[config.mk]
export PLATFORM = sky130hd
export DESIGN_NAME = cache_top
export DESIGN_NICKNAME = d
export VERILOG_FILES = /design/src/rtl/cache_geom_pkg.sv /design/src/rtl/cache_bus_pkg.sv /design/src/rtl/cache_tag_store.sv /design/src/rtl/cache_line_store.sv /design/src/rtl/cache_ctrl.sv /design/src/rtl/cache_top.sv
export SDC_FILE = /design/constraint.sdc
export NUM_CORES = 2
export LEC_CHECK = 0
export CAP_MARGIN = 20
export CORE_ASPECT_RATIO = 0.9
export CORE_MARGIN = 5
export CORE_UTILIZATION = 31
export DETAILED_ROUTE_END_ITERATION = 6
export DONT_BUFFER_PORTS = 1
export GPL_ROUTABILITY_DRIVEN = 0
export GPL_TIMING_DRIVEN = 0
export PLACE_DENSITY = 0.52
export SLEW_MARGIN = 10
export SYNTH_ARGS = -nofsm -noshare
export SYNTH_HDL_FRONTEND = slang
export SYNTH_HIERARCHICAL = 1
export SYNTH_SLANG_ARGS = --single-unit
export TNS_END_PERCENT = 30
[constraint.sdc]
create_clock -name clk -period 6.5 [get_ports clk]
set_input_delay 0.65 -clock clk [delete_from_list [all_inputs] [get_ports clk]]
set_output_delay 0.65 -clock clk [all_outputs]
set_load 0.01 [all_outputs]
[src/rtl/cache_geom_pkg.sv]
// cache geometry shared by every cache block: sizes, field widths and address types
package cache_geom_pkg;

	// ------------------------------------------------------------
	// sizes
	// ------------------------------------------------------------
	localparam int unsigned WORD_W         = 32;
	localparam int unsigned WORDS_PER_LINE = 4;
	localparam int unsigned LINE_W         = WORD_W * WORDS_PER_LINE;  // 128 bit line
	localparam int unsigned SETS           = 4;
	localparam int unsigned WAYS           = 2;

	// word address = tag | index | offset
	localparam int unsigned OFFSET_W = 2;
	localparam int unsigned INDEX_W  = 2;
	localparam int unsigned TAG_W    = 26;

	// ------------------------------------------------------------
	// address types
	// ------------------------------------------------------------
	typedef logic [TAG_W-1:0]    tag_t;
	typedef logic [INDEX_W-1:0]  index_t;
	typedef logic [OFFSET_W-1:0] offset_t;
	typedef logic [$clog2(WAYS)-1:0] way_t;

	// processor side addresses words, memory side addresses lines
	typedef logic [TAG_W+INDEX_W+OFFSET_W-1:0] word_addr_t;
	typedef logic [TAG_W+INDEX_W-1:0]          line_addr_t;

	// split of a word address, msb first
	typedef struct packed {
		tag_t    tag;
		index_t  index;
		offset_t offset;  // word within the line
	} addr_fields_t;

endpackage

[src/rtl/cache_bus_pkg.sv]
// bus types between processor, cache and line memory, plus the controller state encoding
package cache_bus_pkg;

	// ------------------------------------------------------------
	// one cache line
	// ------------------------------------------------------------
	// memory bus moves the flat word, the data array works per word
	typedef union packed {
		logic [cache_geom_pkg::LINE_W-1:0] flat;
		logic [cache_geom_pkg::WORDS_PER_LINE-1:0][cache_geom_pkg::WORD_W-1:0] words;  // word 0 in low bits
	} line_u;

	// ------------------------------------------------------------
	// processor request, held by the requester while stalled
	// ------------------------------------------------------------
	typedef struct packed {
		logic                              read;
		logic                              write;
		cache_geom_pkg::word_addr_t        addr;
		logic [cache_geom_pkg::WORD_W-1:0] wdata;
	} proc_req_t;

	// ------------------------------------------------------------
	// memory request, held until the ready pulse
	// ------------------------------------------------------------
	typedef struct packed {
		logic                       read;
		logic                       write;
		cache_geom_pkg::line_addr_t addr;
		line_u                      wdata;  // only meaningful on write
	} mem_req_t;

	// miss handling states
	typedef enum logic [1:0] {
		IDLE      = 2'd0,  // serving hits
		WRITEBACK = 2'd1,  // dirty victim going out
		REFILL    = 2'd2   // line coming in
	} ctrl_state_t;

endpackage

[src/rtl/cache_tag_store.sv]
// tag, valid, dirty and lru state of the two-way cache, with the combinational hit lookup
`timescale 1ns/1ps

module cache_tag_store (
	input  logic                       clk,
	input  logic                       rst_n,
	input  cache_geom_pkg::word_addr_t i_addr,
	input  logic                       i_fill_en,
	input  cache_geom_pkg::way_t       i_fill_way,
	input  logic                       i_wr_en,
	input  logic                       i_touch,
	output logic                       o_hit,
	output cache_geom_pkg::way_t       o_hit_way,
	output cache_geom_pkg::way_t       o_victim_way,
	output logic                       o_victim_dirty,
	output cache_geom_pkg::tag_t       o_victim_tag
);

	cache_geom_pkg::tag_t tags [cache_geom_pkg::SETS][cache_geom_pkg::WAYS];
	logic [cache_geom_pkg::WAYS-1:0] valid [cache_geom_pkg::SETS];
	logic [cache_geom_pkg::WAYS-1:0] dirty [cache_geom_pkg::SETS];
	cache_geom_pkg::way_t lru [cache_geom_pkg::SETS];  // way to evict next

	cache_geom_pkg::addr_fields_t fields;
	cache_geom_pkg::index_t idx;
	logic [cache_geom_pkg::WAYS-1:0] way_hit;

	assign fields = i_addr;
	assign idx    = fields.index;

	// ------------------------------------------------------------
	// lookup
	// ------------------------------------------------------------
	always_comb begin
		for (int w = 0; w < cache_geom_pkg::WAYS; w++) begin
			way_hit[w] = valid[idx][w] && (tags[idx][w] == fields.tag);  // full tag compare
		end
	end

	assign o_hit = |way_hit;

	always_comb begin
		o_hit_way = '0;
		for (int w = 0; w < cache_geom_pkg::WAYS; w++) begin
			if (way_hit[w])
				o_hit_way = cache_geom_pkg::way_t'(w);
		end
	end

	// empty way first, lowest one wins; else the lru pick
	always_comb begin
		o_victim_way = lru[idx];
		for (int w = cache_geom_pkg::WAYS - 1; w >= 0; w--) begin
			if (!valid[idx][w])
				o_victim_way = cache_geom_pkg::way_t'(w);
		end
	end

	assign o_victim_dirty = valid[idx][o_victim_way] && dirty[idx][o_victim_way];
	assign o_victim_tag   = tags[idx][o_victim_way];

	// ------------------------------------------------------------
	// state update
	// ------------------------------------------------------------
	always_ff @(posedge clk or negedge rst_n) begin
		if (!rst_n) begin
			for (int s = 0; s < cache_geom_pkg::SETS; s++) begin
				valid[s] <= '0;
				dirty[s] <= '0;
				lru[s]   <= '0;
			end
		end else if (i_fill_en) begin
			valid[idx][i_fill_way] <= 1'b1;
			dirty[idx][i_fill_way] <= 1'b0;  // fresh copy of memory
			lru[idx]               <= ~i_fill_way;
		end else begin
			if (i_wr_en)
				dirty[idx][o_hit_way] <= 1'b1;
			if (i_touch)
				lru[idx] <= ~o_hit_way;
		end
	end

	always_ff @(posedge clk) begin
		if (i_fill_en)
			tags[idx][i_fill_way] <= fields.tag;
	end

	// a refill only ever lands in a way that missed
	a_single_hit: assert property (@(posedge clk) disable iff (!rst_n)
		$countones(way_hit) <= 1)
		else $error("tag store: address hits in more than one way");

endmodule

[src/rtl/cache_line_store.sv]
// data array of the cache: word read and line read, word write on hit, line write on refill
`timescale 1ns/1ps

module cache_line_store (
	input  logic                              clk,
	input  cache_geom_pkg::word_addr_t        i_addr,
	input  cache_geom_pkg::way_t              i_way,
	input  logic [cache_geom_pkg::WORD_W-1:0] i_wdata,
	input  logic                              i_wr_en,
	input  logic                              i_fill_en,
	input  cache_bus_pkg::line_u              i_fill_line,
	output logic [cache_geom_pkg::WORD_W-1:0] o_rdata,
	output cache_bus_pkg::line_u              o_line
);

	// ------------------------------------------------------------
	// storage, one line per set and way
	// ------------------------------------------------------------
	cache_bus_pkg::line_u lines [cache_geom_pkg::SETS][cache_geom_pkg::WAYS];

	cache_geom_pkg::addr_fields_t fields;
	cache_geom_pkg::index_t idx;
	cache_geom_pkg::offset_t off;

	assign fields = i_addr;
	assign idx    = fields.index;
	assign off    = fields.offset;

	// ------------------------------------------------------------
	// reads
	// ------------------------------------------------------------
	// whole line feeds the write-back path
	assign o_line = lines[idx][i_way];

	// addressed word for the processor, same cycle
	assign o_rdata = o_line.words[off];

	// ------------------------------------------------------------
	// writes
	// ------------------------------------------------------------
	// refill and hit write never share a cycle
	always_ff @(posedge clk) begin
		if (i_fill_en) begin
			lines[idx][i_way] <= i_fill_line;
		end else if (i_wr_en) begin
			lines[idx][i_way].words[off] <= i_wdata;  // merge one word into the line
		end
	end

endmodule

[src/rtl/cache_ctrl.sv]
// miss controller that drives stall, write-back of dirty victims, refill and the store strobes
`timescale 1ns/1ps

module cache_ctrl (
	input  logic                       clk,
	input  logic                       rst_n,
	input  cache_bus_pkg::proc_req_t   i_proc,
	input  logic                       i_hit,
	input  cache_geom_pkg::way_t       i_hit_way,
	input  cache_geom_pkg::way_t       i_victim_way,
	input  logic                       i_victim_dirty,
	input  cache_geom_pkg::tag_t       i_victim_tag,
	input  cache_bus_pkg::line_u       i_line,
	input  logic                       i_mem_ready,
	output logic                       o_proc_stall,
	output cache_bus_pkg::mem_req_t    o_mem,
	output logic                       o_fill_en,
	output logic                       o_wr_en,
	output logic                       o_touch,
	output cache_geom_pkg::way_t       o_way
);

	cache_bus_pkg::ctrl_state_t state_q;
	cache_bus_pkg::ctrl_state_t state_d;
	cache_geom_pkg::addr_fields_t fields;
	logic req;
	logic idle;

	assign fields = i_proc.addr;
	assign req    = i_proc.read || i_proc.write;
	assign idle   = (state_q == cache_bus_pkg::IDLE);

	// ------------------------------------------------------------
	// state register
	// ------------------------------------------------------------
	always_ff @(posedge clk or negedge rst_n) begin
		if (!rst_n)
			state_q <= cache_bus_pkg::IDLE;
		else
			state_q <= state_d;
	end

	always_comb begin
		state_d = state_q;
		case (state_q)
			cache_bus_pkg::IDLE: begin
				if (req && !i_hit)  // clean victims skip the write-back
					state_d = i_victim_dirty ? cache_bus_pkg::WRITEBACK : cache_bus_pkg::REFILL;
			end
			cache_bus_pkg::WRITEBACK: begin
				if (i_mem_ready)
					state_d = cache_bus_pkg::REFILL;
			end
			cache_bus_pkg::REFILL: begin
				if (i_mem_ready)
					state_d = cache_bus_pkg::IDLE;
			end
			default: state_d = cache_bus_pkg::IDLE;
		endcase
	end

	// ------------------------------------------------------------
	// combinational outputs
	// ------------------------------------------------------------
	assign o_proc_stall = !idle || (req && !i_hit);  // busy with a miss or a new miss
	assign o_wr_en      = idle && i_hit && i_proc.write;
	assign o_touch      = idle && i_hit && req;
	assign o_fill_en    = (state_q == cache_bus_pkg::REFILL) && i_mem_ready;
	assign o_way        = i_hit ? i_hit_way : i_victim_way;

	always_comb begin
		o_mem = '0;
		case (state_q)
			cache_bus_pkg::WRITEBACK: begin
				o_mem.write = 1'b1;
				o_mem.addr  = {i_victim_tag, fields.index};  // victim's own line address
				o_mem.wdata = i_line;
			end
			cache_bus_pkg::REFILL: begin
				o_mem.read = 1'b1;
				o_mem.addr = {fields.tag, fields.index};
			end
			default: o_mem = '0;
		endcase
	end

	// ------------------------------------------------------------
	// checks
	// ------------------------------------------------------------
	a_mem_excl: assert property (@(posedge clk) disable iff (!rst_n)
		!(o_mem.read && o_mem.write))
		else $error("cache ctrl: mem read and write together");

	// relies on the requester holding its request while stalled
	a_mem_hold: assert property (@(posedge clk) disable iff (!rst_n)
		(o_mem.read || o_mem.write) && !i_mem_ready |=> $stable(o_mem))
		else $error("cache ctrl: mem request changed before ready");

	a_stall_req: assert property (@(posedge clk) disable iff (!rst_n)
		o_proc_stall |-> req)
		else $error("cache ctrl: stall without a request");

endmodule

[src/rtl/cache_top.sv]
// two-way write-back cache between a processor word port and a line-wide slow memory
`timescale 1ns/1ps

module cache_top (
	input  logic                              clk,
	input  logic                              rst_n,
	input  cache_bus_pkg::proc_req_t          i_proc,
	input  cache_bus_pkg::line_u              i_mem_rdata,
	input  logic                              i_mem_ready,
	output logic [cache_geom_pkg::WORD_W-1:0] o_proc_rdata,
	output logic                              o_proc_stall,
	output cache_bus_pkg::mem_req_t           o_mem
);

	// ------------------------------------------------------------
	// lookup results and store strobes
	// ------------------------------------------------------------
	logic                 hit;
	cache_geom_pkg::way_t hit_way;
	cache_geom_pkg::way_t victim_way;
	logic                 victim_dirty;
	cache_geom_pkg::tag_t victim_tag;
	logic                 fill_en;
	logic                 wr_en;
	logic                 touch;
	cache_geom_pkg::way_t way;       // hit way or victim way
	cache_bus_pkg::line_u line;      // selected line for write-back

	cache_tag_store u_tag (
		.clk            (clk),
		.rst_n          (rst_n),
		.i_addr         (i_proc.addr),
		.i_fill_en      (fill_en),
		.i_fill_way     (way),
		.i_wr_en        (wr_en),
		.i_touch        (touch),
		.o_hit          (hit),
		.o_hit_way      (hit_way),
		.o_victim_way   (victim_way),
		.o_victim_dirty (victim_dirty),
		.o_victim_tag   (victim_tag)
	);

	cache_line_store u_line (
		.clk         (clk),
		.i_addr      (i_proc.addr),
		.i_way       (way),
		.i_wdata     (i_proc.wdata),
		.i_wr_en     (wr_en),
		.i_fill_en   (fill_en),
		.i_fill_line (i_mem_rdata),
		.o_rdata     (o_proc_rdata),
		.o_line      (line)
	);

	cache_ctrl u_ctrl (
		.clk            (clk),
		.rst_n          (rst_n),
		.i_proc         (i_proc),
		.i_hit          (hit),
		.i_hit_way      (hit_way),
		.i_victim_way   (victim_way),
		.i_victim_dirty (victim_dirty),
		.i_victim_tag   (victim_tag),
		.i_line         (line),
		.i_mem_ready    (i_mem_ready),
		.o_proc_stall   (o_proc_stall),
		.o_mem          (o_mem),
		.o_fill_en      (fill_en),
		.o_wr_en        (wr_en),
		.o_touch        (touch),
		.o_way          (way)
	);

endmodule

After elaboration in Yosys (flattened, before gate mapping)
Memories as Yosys holds them, arrays and structs flattened.
Cells that the tools add are included.
- magnitude comparators: 12
- equal/unequal tests: 7
- multiplexer cells: 320
- bitwise gates (word level): 265
- reductions and logical operators: 22
- operators by type and width (cell ; number):
    $mux W128 ; 6
    $mux W256 ; 2
    $mux W1 ; 274
    $demux W128 S1 ; 2
    $or A1 B1 Y1 ; 256
    $mux W26 ; 4
    $bmux W32 S2 ; 1
    $demux W32 S2 ; 1
    $mux W32 ; 2
    $pmux W28 S2 ; 1
    $eq A26 B26 Y1 ; 2
    $mux W52 ; 1
    $demux W26 S1 ; 1
    $mux W2 ; 10
    $mux W8 ; 2
    $or A8 B8 Y8 ; 2
    $logic_and A1 B1 Y1 ; 13
    $and A8 B8 Y8 ; 1
    $bmux W2 S2 ; 2
    $bwmux W4 ; 2
    $demux W2 S2 ; 2
    $mux W4 ; 2
    $not A8 Y8 ; 1
    $lt A1 B2 Y1 const B ; 3
    other kinds (23) ; 33
- register bits: 22
- RAM bits: 1232
- bits of input ports: 195
- output and inout port bits: 191
- memories: 2
- memories (memory ; words ; bits a word ; read ports ; clocked after Yosys merged registers in ; wr ports ; line ; text):
    u_line.lines ; 4 ; 256 ; 1 ; 0 ; 1 ; cache_line_store.sv:19 ; cache_bus_pkg::line_u lines [cache_geom_pkg::SETS][cache_geom_pkg::WAYS];
    u_tag.tags ; 4 ; 52 ; 1 ; 0 ; 1 ; cache_tag_store.sv:19 ; cache_geom_pkg::tag_t tags [cache_geom_pkg::SETS][cache_geom_pkg::WAYS];

Depth between registers and ports, before layout
- depth after elaboration: 16
- depth in mapped cells: 20
- depth with buffers taken out: 12

Hierarchy
Netlist, hierarchy kept.
- modules (own cells, without submodules) (module ; instances ; cells an instance ; area each (um^2)):
    cache_line_store ; 1 ; 2377 ; 42819.8
    cache_tag_store ; 1 ; 590 ; 9748.1
    cache_ctrl ; 1 ; 231 ; 1522.7

Worst setup path after synthesis
No wires, ideal clock.
- kind: input-to-reg
- from: input port i_proc[34] (netlist name)
- to: memory u_line/lines[3][100] (netlist name), enable pin
- arrival time: 6008 ps
- data required time: 6068 ps
- slack: 60 ps
- cell stages on the path: 18
- buffers on the path: 10
- cells stage by stage: buf_6 buf_12 buf_12 buf_2 buf_1 mux4_2 xor2_1 nor4_1 nand4_1 o21ai_0 mux2_2 buf_2 buf_4 buf_2 buf_2 nand3_1 clkbuf_1 a21oi_1
- longest elaborated chain between the ends: 14
- elaborated cells on any way between the ends: 32
- ends and longest elaborated chain (what ; line ; text):
    start, declared ; cache_top.sv:7 ; input cache_bus_pkg::proc_req_t i_proc,
    parallel branches: the longest is 5 deep, another holds $mem_v2 Z4 W52 ; -- ;
    $reduce_or A2 Y1 * ; cache_tag_store.sv:40 ; assign o_hit = |way_hit;
    net hit ; cache_top.sv:18 ; logic hit;
    $mux W1 * ; cache_ctrl.sv:69 ; assign o_way = i_hit ? i_hit_way : i_victim_way;
    net way ; cache_top.sv:26 ; cache_geom_pkg::way_t way;
    $not A1 Y2 (not written as such) * ; cache_line_store.sv:44, cache_line_store.sv:46 ;
    $ge A2 B2 Y1 (not written as such) / $lt A2 B1 Y1 (equally long branches) ; cache_line_store.sv:44, cache_line_store.sv:46 ;
    $logic_and A1 B1 Y1 (not written as such) ; cache_line_store.sv:44, cache_line_store.sv:46 ;
    $mux W128, on equally long branches ; cache_line_store.sv:44, cache_line_store.sv:46 ;
    $demux W128 S1, on equally long branches ; cache_line_store.sv:44, cache_line_store.sv:46 ;
    $mux W256, on equally long branches ; cache_line_store.sv:44, cache_line_store.sv:46 ;
    $or A1 B1 Y1 (no line) * ; -- ;
    end, declared ; cache_line_store.sv:19 ;
Mark *: on every way through the listed nets, which the timed path passes. The select of a mux whose other input is x is not followed.

==> results.sh <==
export IMPL_start_kind="input port"
export IMPL_hold_viol_final=0
export IMPL_register_area_mm2=0.0375
export IMPL_syn_inst=3198
export IMPL_p_sw_share_pct=31.3
export IMPL_portBuffers=0
export IMPL_critPathRequiredTime_ns=5.85
export IMPL_hpwlAfterDp_mm=155
export IMPL_grt_max_degree=23
export IMPL_clock_path_buffers=3
export IMPL_fill_cells=16143
export IMPL_p_int_uw=15800
export IMPL_critPathMostFrequentCell="buf_12"
export IMPL_final_nets=3644
export IMPL_synth_seq_cells=1254
export IMPL_core_mm2=0.174
export IMPL_synth_seq_area_share_pct=69.4
export IMPL_wl_per_cell_um=37.0
export IMPL_cts_root_buf="clkbuf_16"
export IMPL_cts_clk_slew_worst_paths_ns=0.06
export IMPL_htree_levels=4
export IMPL_slew_violations=0
export IMPL_tritoncts="yes"
export IMPL_dpl_worst_slack_ns=-3.44
export IMPL_violations="setup timing"
export IMPL_track_usage_pct=23.1
export IMPL_yosysWarnings=6
export IMPL_slew_headroom_pct=21.2
export IMPL_clkLatencyLatePin_ns=0.79
export IMPL_timing_hold_ws_ns=0.139
export IMPL_fin_ws_ns=-0.000536
export IMPL_final_antenna_net_count=0
export IMPL_cp_slowest_stage_delay_ns=0.63
export IMPL_drive_gt1_share_pct=23.8
export IMPL_seq_power_share_pct=41.3
export IMPL_worst_pin_slew_ns=1.18
export IMPL_power_leakage_uw=0.0207
export IMPL_synth_ff_type="edfxtp_1"
export IMPL_p_total_uw=23100
export IMPL_viasPerCell=5.64
export IMPL_power_share_clock_pct=33.5
export IMPL_grt_pass1_vias=31883
export IMPL_die_y_um=406
export IMPL_setup_viol=1
export IMPL_numCtsBuffers=135
export IMPL_crit_path_cell_trace="buf_6, buf_12, buf_12, buf_6, mux2i_2, xnor2_1, nor4_1, a22oi_1, or4_1, o21ai_4, mux2_4, buf_12, or3_1, buf_2, clkbuf_4, o22ai_1, a21oi_4, a22oi_1, nand2_1"
export IMPL_clock_sink_count=1254
export IMPL_syn_to_final_growth_pct=18.7
export IMPL_die_x_um=450
export IMPL_synth_area_mm2=0.0541
export IMPL_path_buf_inv=7
export IMPL_totalNegativeSetupSlack_ns=-0.000536
export IMPL_hold_path_class="input port to flop"
export IMPL_async_flop_share_pct=1.75
export IMPL_drc=0
export IMPL_ir_drop_mv=0.218
export IMPL_global_route_overflow_total=0
export IMPL_boundaryPins=386
export IMPL_start_util_pct=31.2
export IMPL_p_per_area_mw_per_mm2=359
export IMPL_grt_pass1_wl_mm=288
export IMPL_wl_mm=218
export IMPL_firstDrtPassIters=6
export IMPL_outcome="complete, but fails checks"
export IMPL_final_min_clock_period_ns=6.50
export IMPL_cp_max_fo=10
export IMPL_finalCritPeriodShare_pct=100
export IMPL_syn_nets=3397
export IMPL_cp_end_kind="output pin"
export IMPL_p_comb_share_pct=25.2
export IMPL_crit_type="input port to output pin"
export IMPL_multi_input_area_mm2=0.0161
export IMPL_cap_violations=0
export IMPL_fmax_mhz=154
export IMPL_arrival_ns=5.85
export IMPL_row_count=145
export IMPL_synth_cell_types=68
export IMPL_crit_family="simple AND/OR/NAND/NOR gates"
export IMPL_drtIter0Drc=4369
export IMPL_vias=33205
export IMPL_slowest_stage="or4_1"
export IMPL_fin_skew_ns=0.0368
export IMPL_die_area_mm2=0.183
export IMPL_antenna_found_initial=39
export IMPL_postSynthAreaPerCell_um2=16.9
export IMPL_synth_edf_count=1232
export IMPL_switchingPower_uw=7230
## routing by layer
| metal | routed length, µm | track usage [%] | vias to the layer above |
|---|---|---|---|
| li1 | - | - | 13342 |
| met1 | 79600 | 28.4 | 17378 |
| met2 | 100000 | 36.3 | 2011 |
| met3 | 24600 | 7.46 | 458 |
| met4 | 13600 | 12.8 | 16 |
| met5 | 110 | 0 | - |
## registers in the layout, summed over array words and instances (netlist names)
register	flops
u_tag/valid	8
u_tag/dirty	8
u_line/lines	1024
u_ctrl/state_q	2
u_tag/tags	208
u_tag/lru	4
## cell usage after synthesis (23+ instances only)
| library cell | count | area share, % |
|---|---|---|
| mux4_2 | 156 | 6.5 |
| mux2_2 | 161 | 3.4 |
| buf_2 | 75 | 0.69 |
| edfxtp_1 | 1232 | 68 |
| o2bb2ai_1 | 24 | 0.39 |
| a211oi_1 | 32 | 0.44 |
| nor2_1 | 119 | 0.83 |
| mux2_1 | 203 | 4.2 |
| o22ai_1 | 90 | 1.0 |
| o221ai_1 | 46 | 0.74 |
| clkbuf_1 | 65 | 0.45 |
| nor2b_1 | 44 | 0.51 |
| and2_1 | 131 | 1.5 |
| mux2i_1 | 86 | 1.6 |
| a211o_1 | 23 | 0.37 |
| a21oi_1 | 47 | 0.43 |
| nand2_1 | 202 | 1.4 |
| xnor2_1 | 36 | 0.58 |
| a22oi_1 | 46 | 0.64 |
## final cells by class
class                      count  area share [%]
antenna                       56           0.218
buffer                       205            2.07
inverter                      24           0.140
sequential                  1254            58.5
clock buffer                 184            5.69
tap                         2278            4.44
multi-input combinational   1714            25.0
clock inverter                60            1.12
timing repair buffer         111            2.85
## timing repair
| action | 4_1_cts | 5_1_grt |
|---|---|---|
| pin swaps | 17 | 6 |
| hold endpoints to repair | 230 | 0 |
| setup endpoints to repair | 2218 | 82 |
| setup buffers | 17 | 14 |
| resized for setup | 159 | 11 |
| hold buffers | 28 | 0 |
## cell families (layout without fill, tap and decap cells)
group                    Yosys count  after routing  share of synthesized area (%)
AND/OR/NAND/NOR                  601            601                           5.43
AO/OA/AOI/OAI                    449            449                           6.12
multiplexers                     613            613                           16.0
adder cells (fa/ha/maj)            4              4                         0.0925
XOR/XNOR                          47             47                          0.761
buffers and inverters            230            584                           2.18
other                              0             56                              0
flip-flops                      1254           1254                           69.4
## placed cells by master, fill, tap and decap left out, drive strengths merged, types with 24 or more instances in the layout
cell,Yosys,layout
edfxtp,1232,1232
mux2,364,364
clkbuf,77,262
buf,129,211
nand2,202,202
mux4,163,163
and2,131,131
nor2,119,119
o22ai,90,90
mux2i,86,86
diode,0,56
a21oi,48,48
o221ai,46,46
a22oi,46,46
nor2b,44,44
clkinv,1,42
o21ai,40,40
xnor2,36,36
a211oi,32,32
inv,23,29
dlygate4sd3,0,27
o2bb2ai,24,24
## power by group through the flow
stage | registers (µW) | logic, µW | clock network [µW]
finish | 9520 | 5820 | 7730
global route | 9550 | 5920 | 8170
CTS | 9520 | 5660 | 7830
detailed placement | 9690 | 5270 | 0
global placement | 9730 | 5040 | 0
floorplan | 9670 | 2890 | 0
## final timing paths
| kind | startpoint | end | slack, ns | depth (start not counted) |
|---|---|---|---|---|
| max in group asynchronous | rst_n | u_tag/dirty[0]$_DFFE_PN0P_ | 5.98 | 2 |
| max reg2reg | u_tag/tags[2][25]$_DFFE_PP_ | u_line/lines[3][32]$_DFFE_PP_ | 0.48 | 14 |
| min reg2reg | u_tag/valid[0]$_DFFE_PN0P_ | u_tag/valid[0]$_DFFE_PN0P_ | 0.47 | 1 |
| min in group asynchronous | rst_n | u_tag/lru[0]$_DFFE_PN0P_ | 0.36 | 2 |
| max | i_proc[34] | o_proc_rdata[27] | -0.0005 | 19 |
| min | i_mem_rdata[122] | u_line/lines[3][122]$_DFFE_PP_ | 0.14 | 2 |
## metrics by stage
| step | instance area (µm²) | instances | util (%) |
|---|---|---|---|
| final | 64200 | 5886 | 37.0 |
| after global routing | 64100 | 5840 | 36.9 |
| after CTS | 63900 | 5816 | 36.8 |
| after detailed placement | 58500 | 5527 | 33.7 |
| after global placement | 56900 | 5476 | 32.8 |
| after floorplan | 54100 | 3198 | - |
No activity file was read; power rests on OpenSTA's default activity.
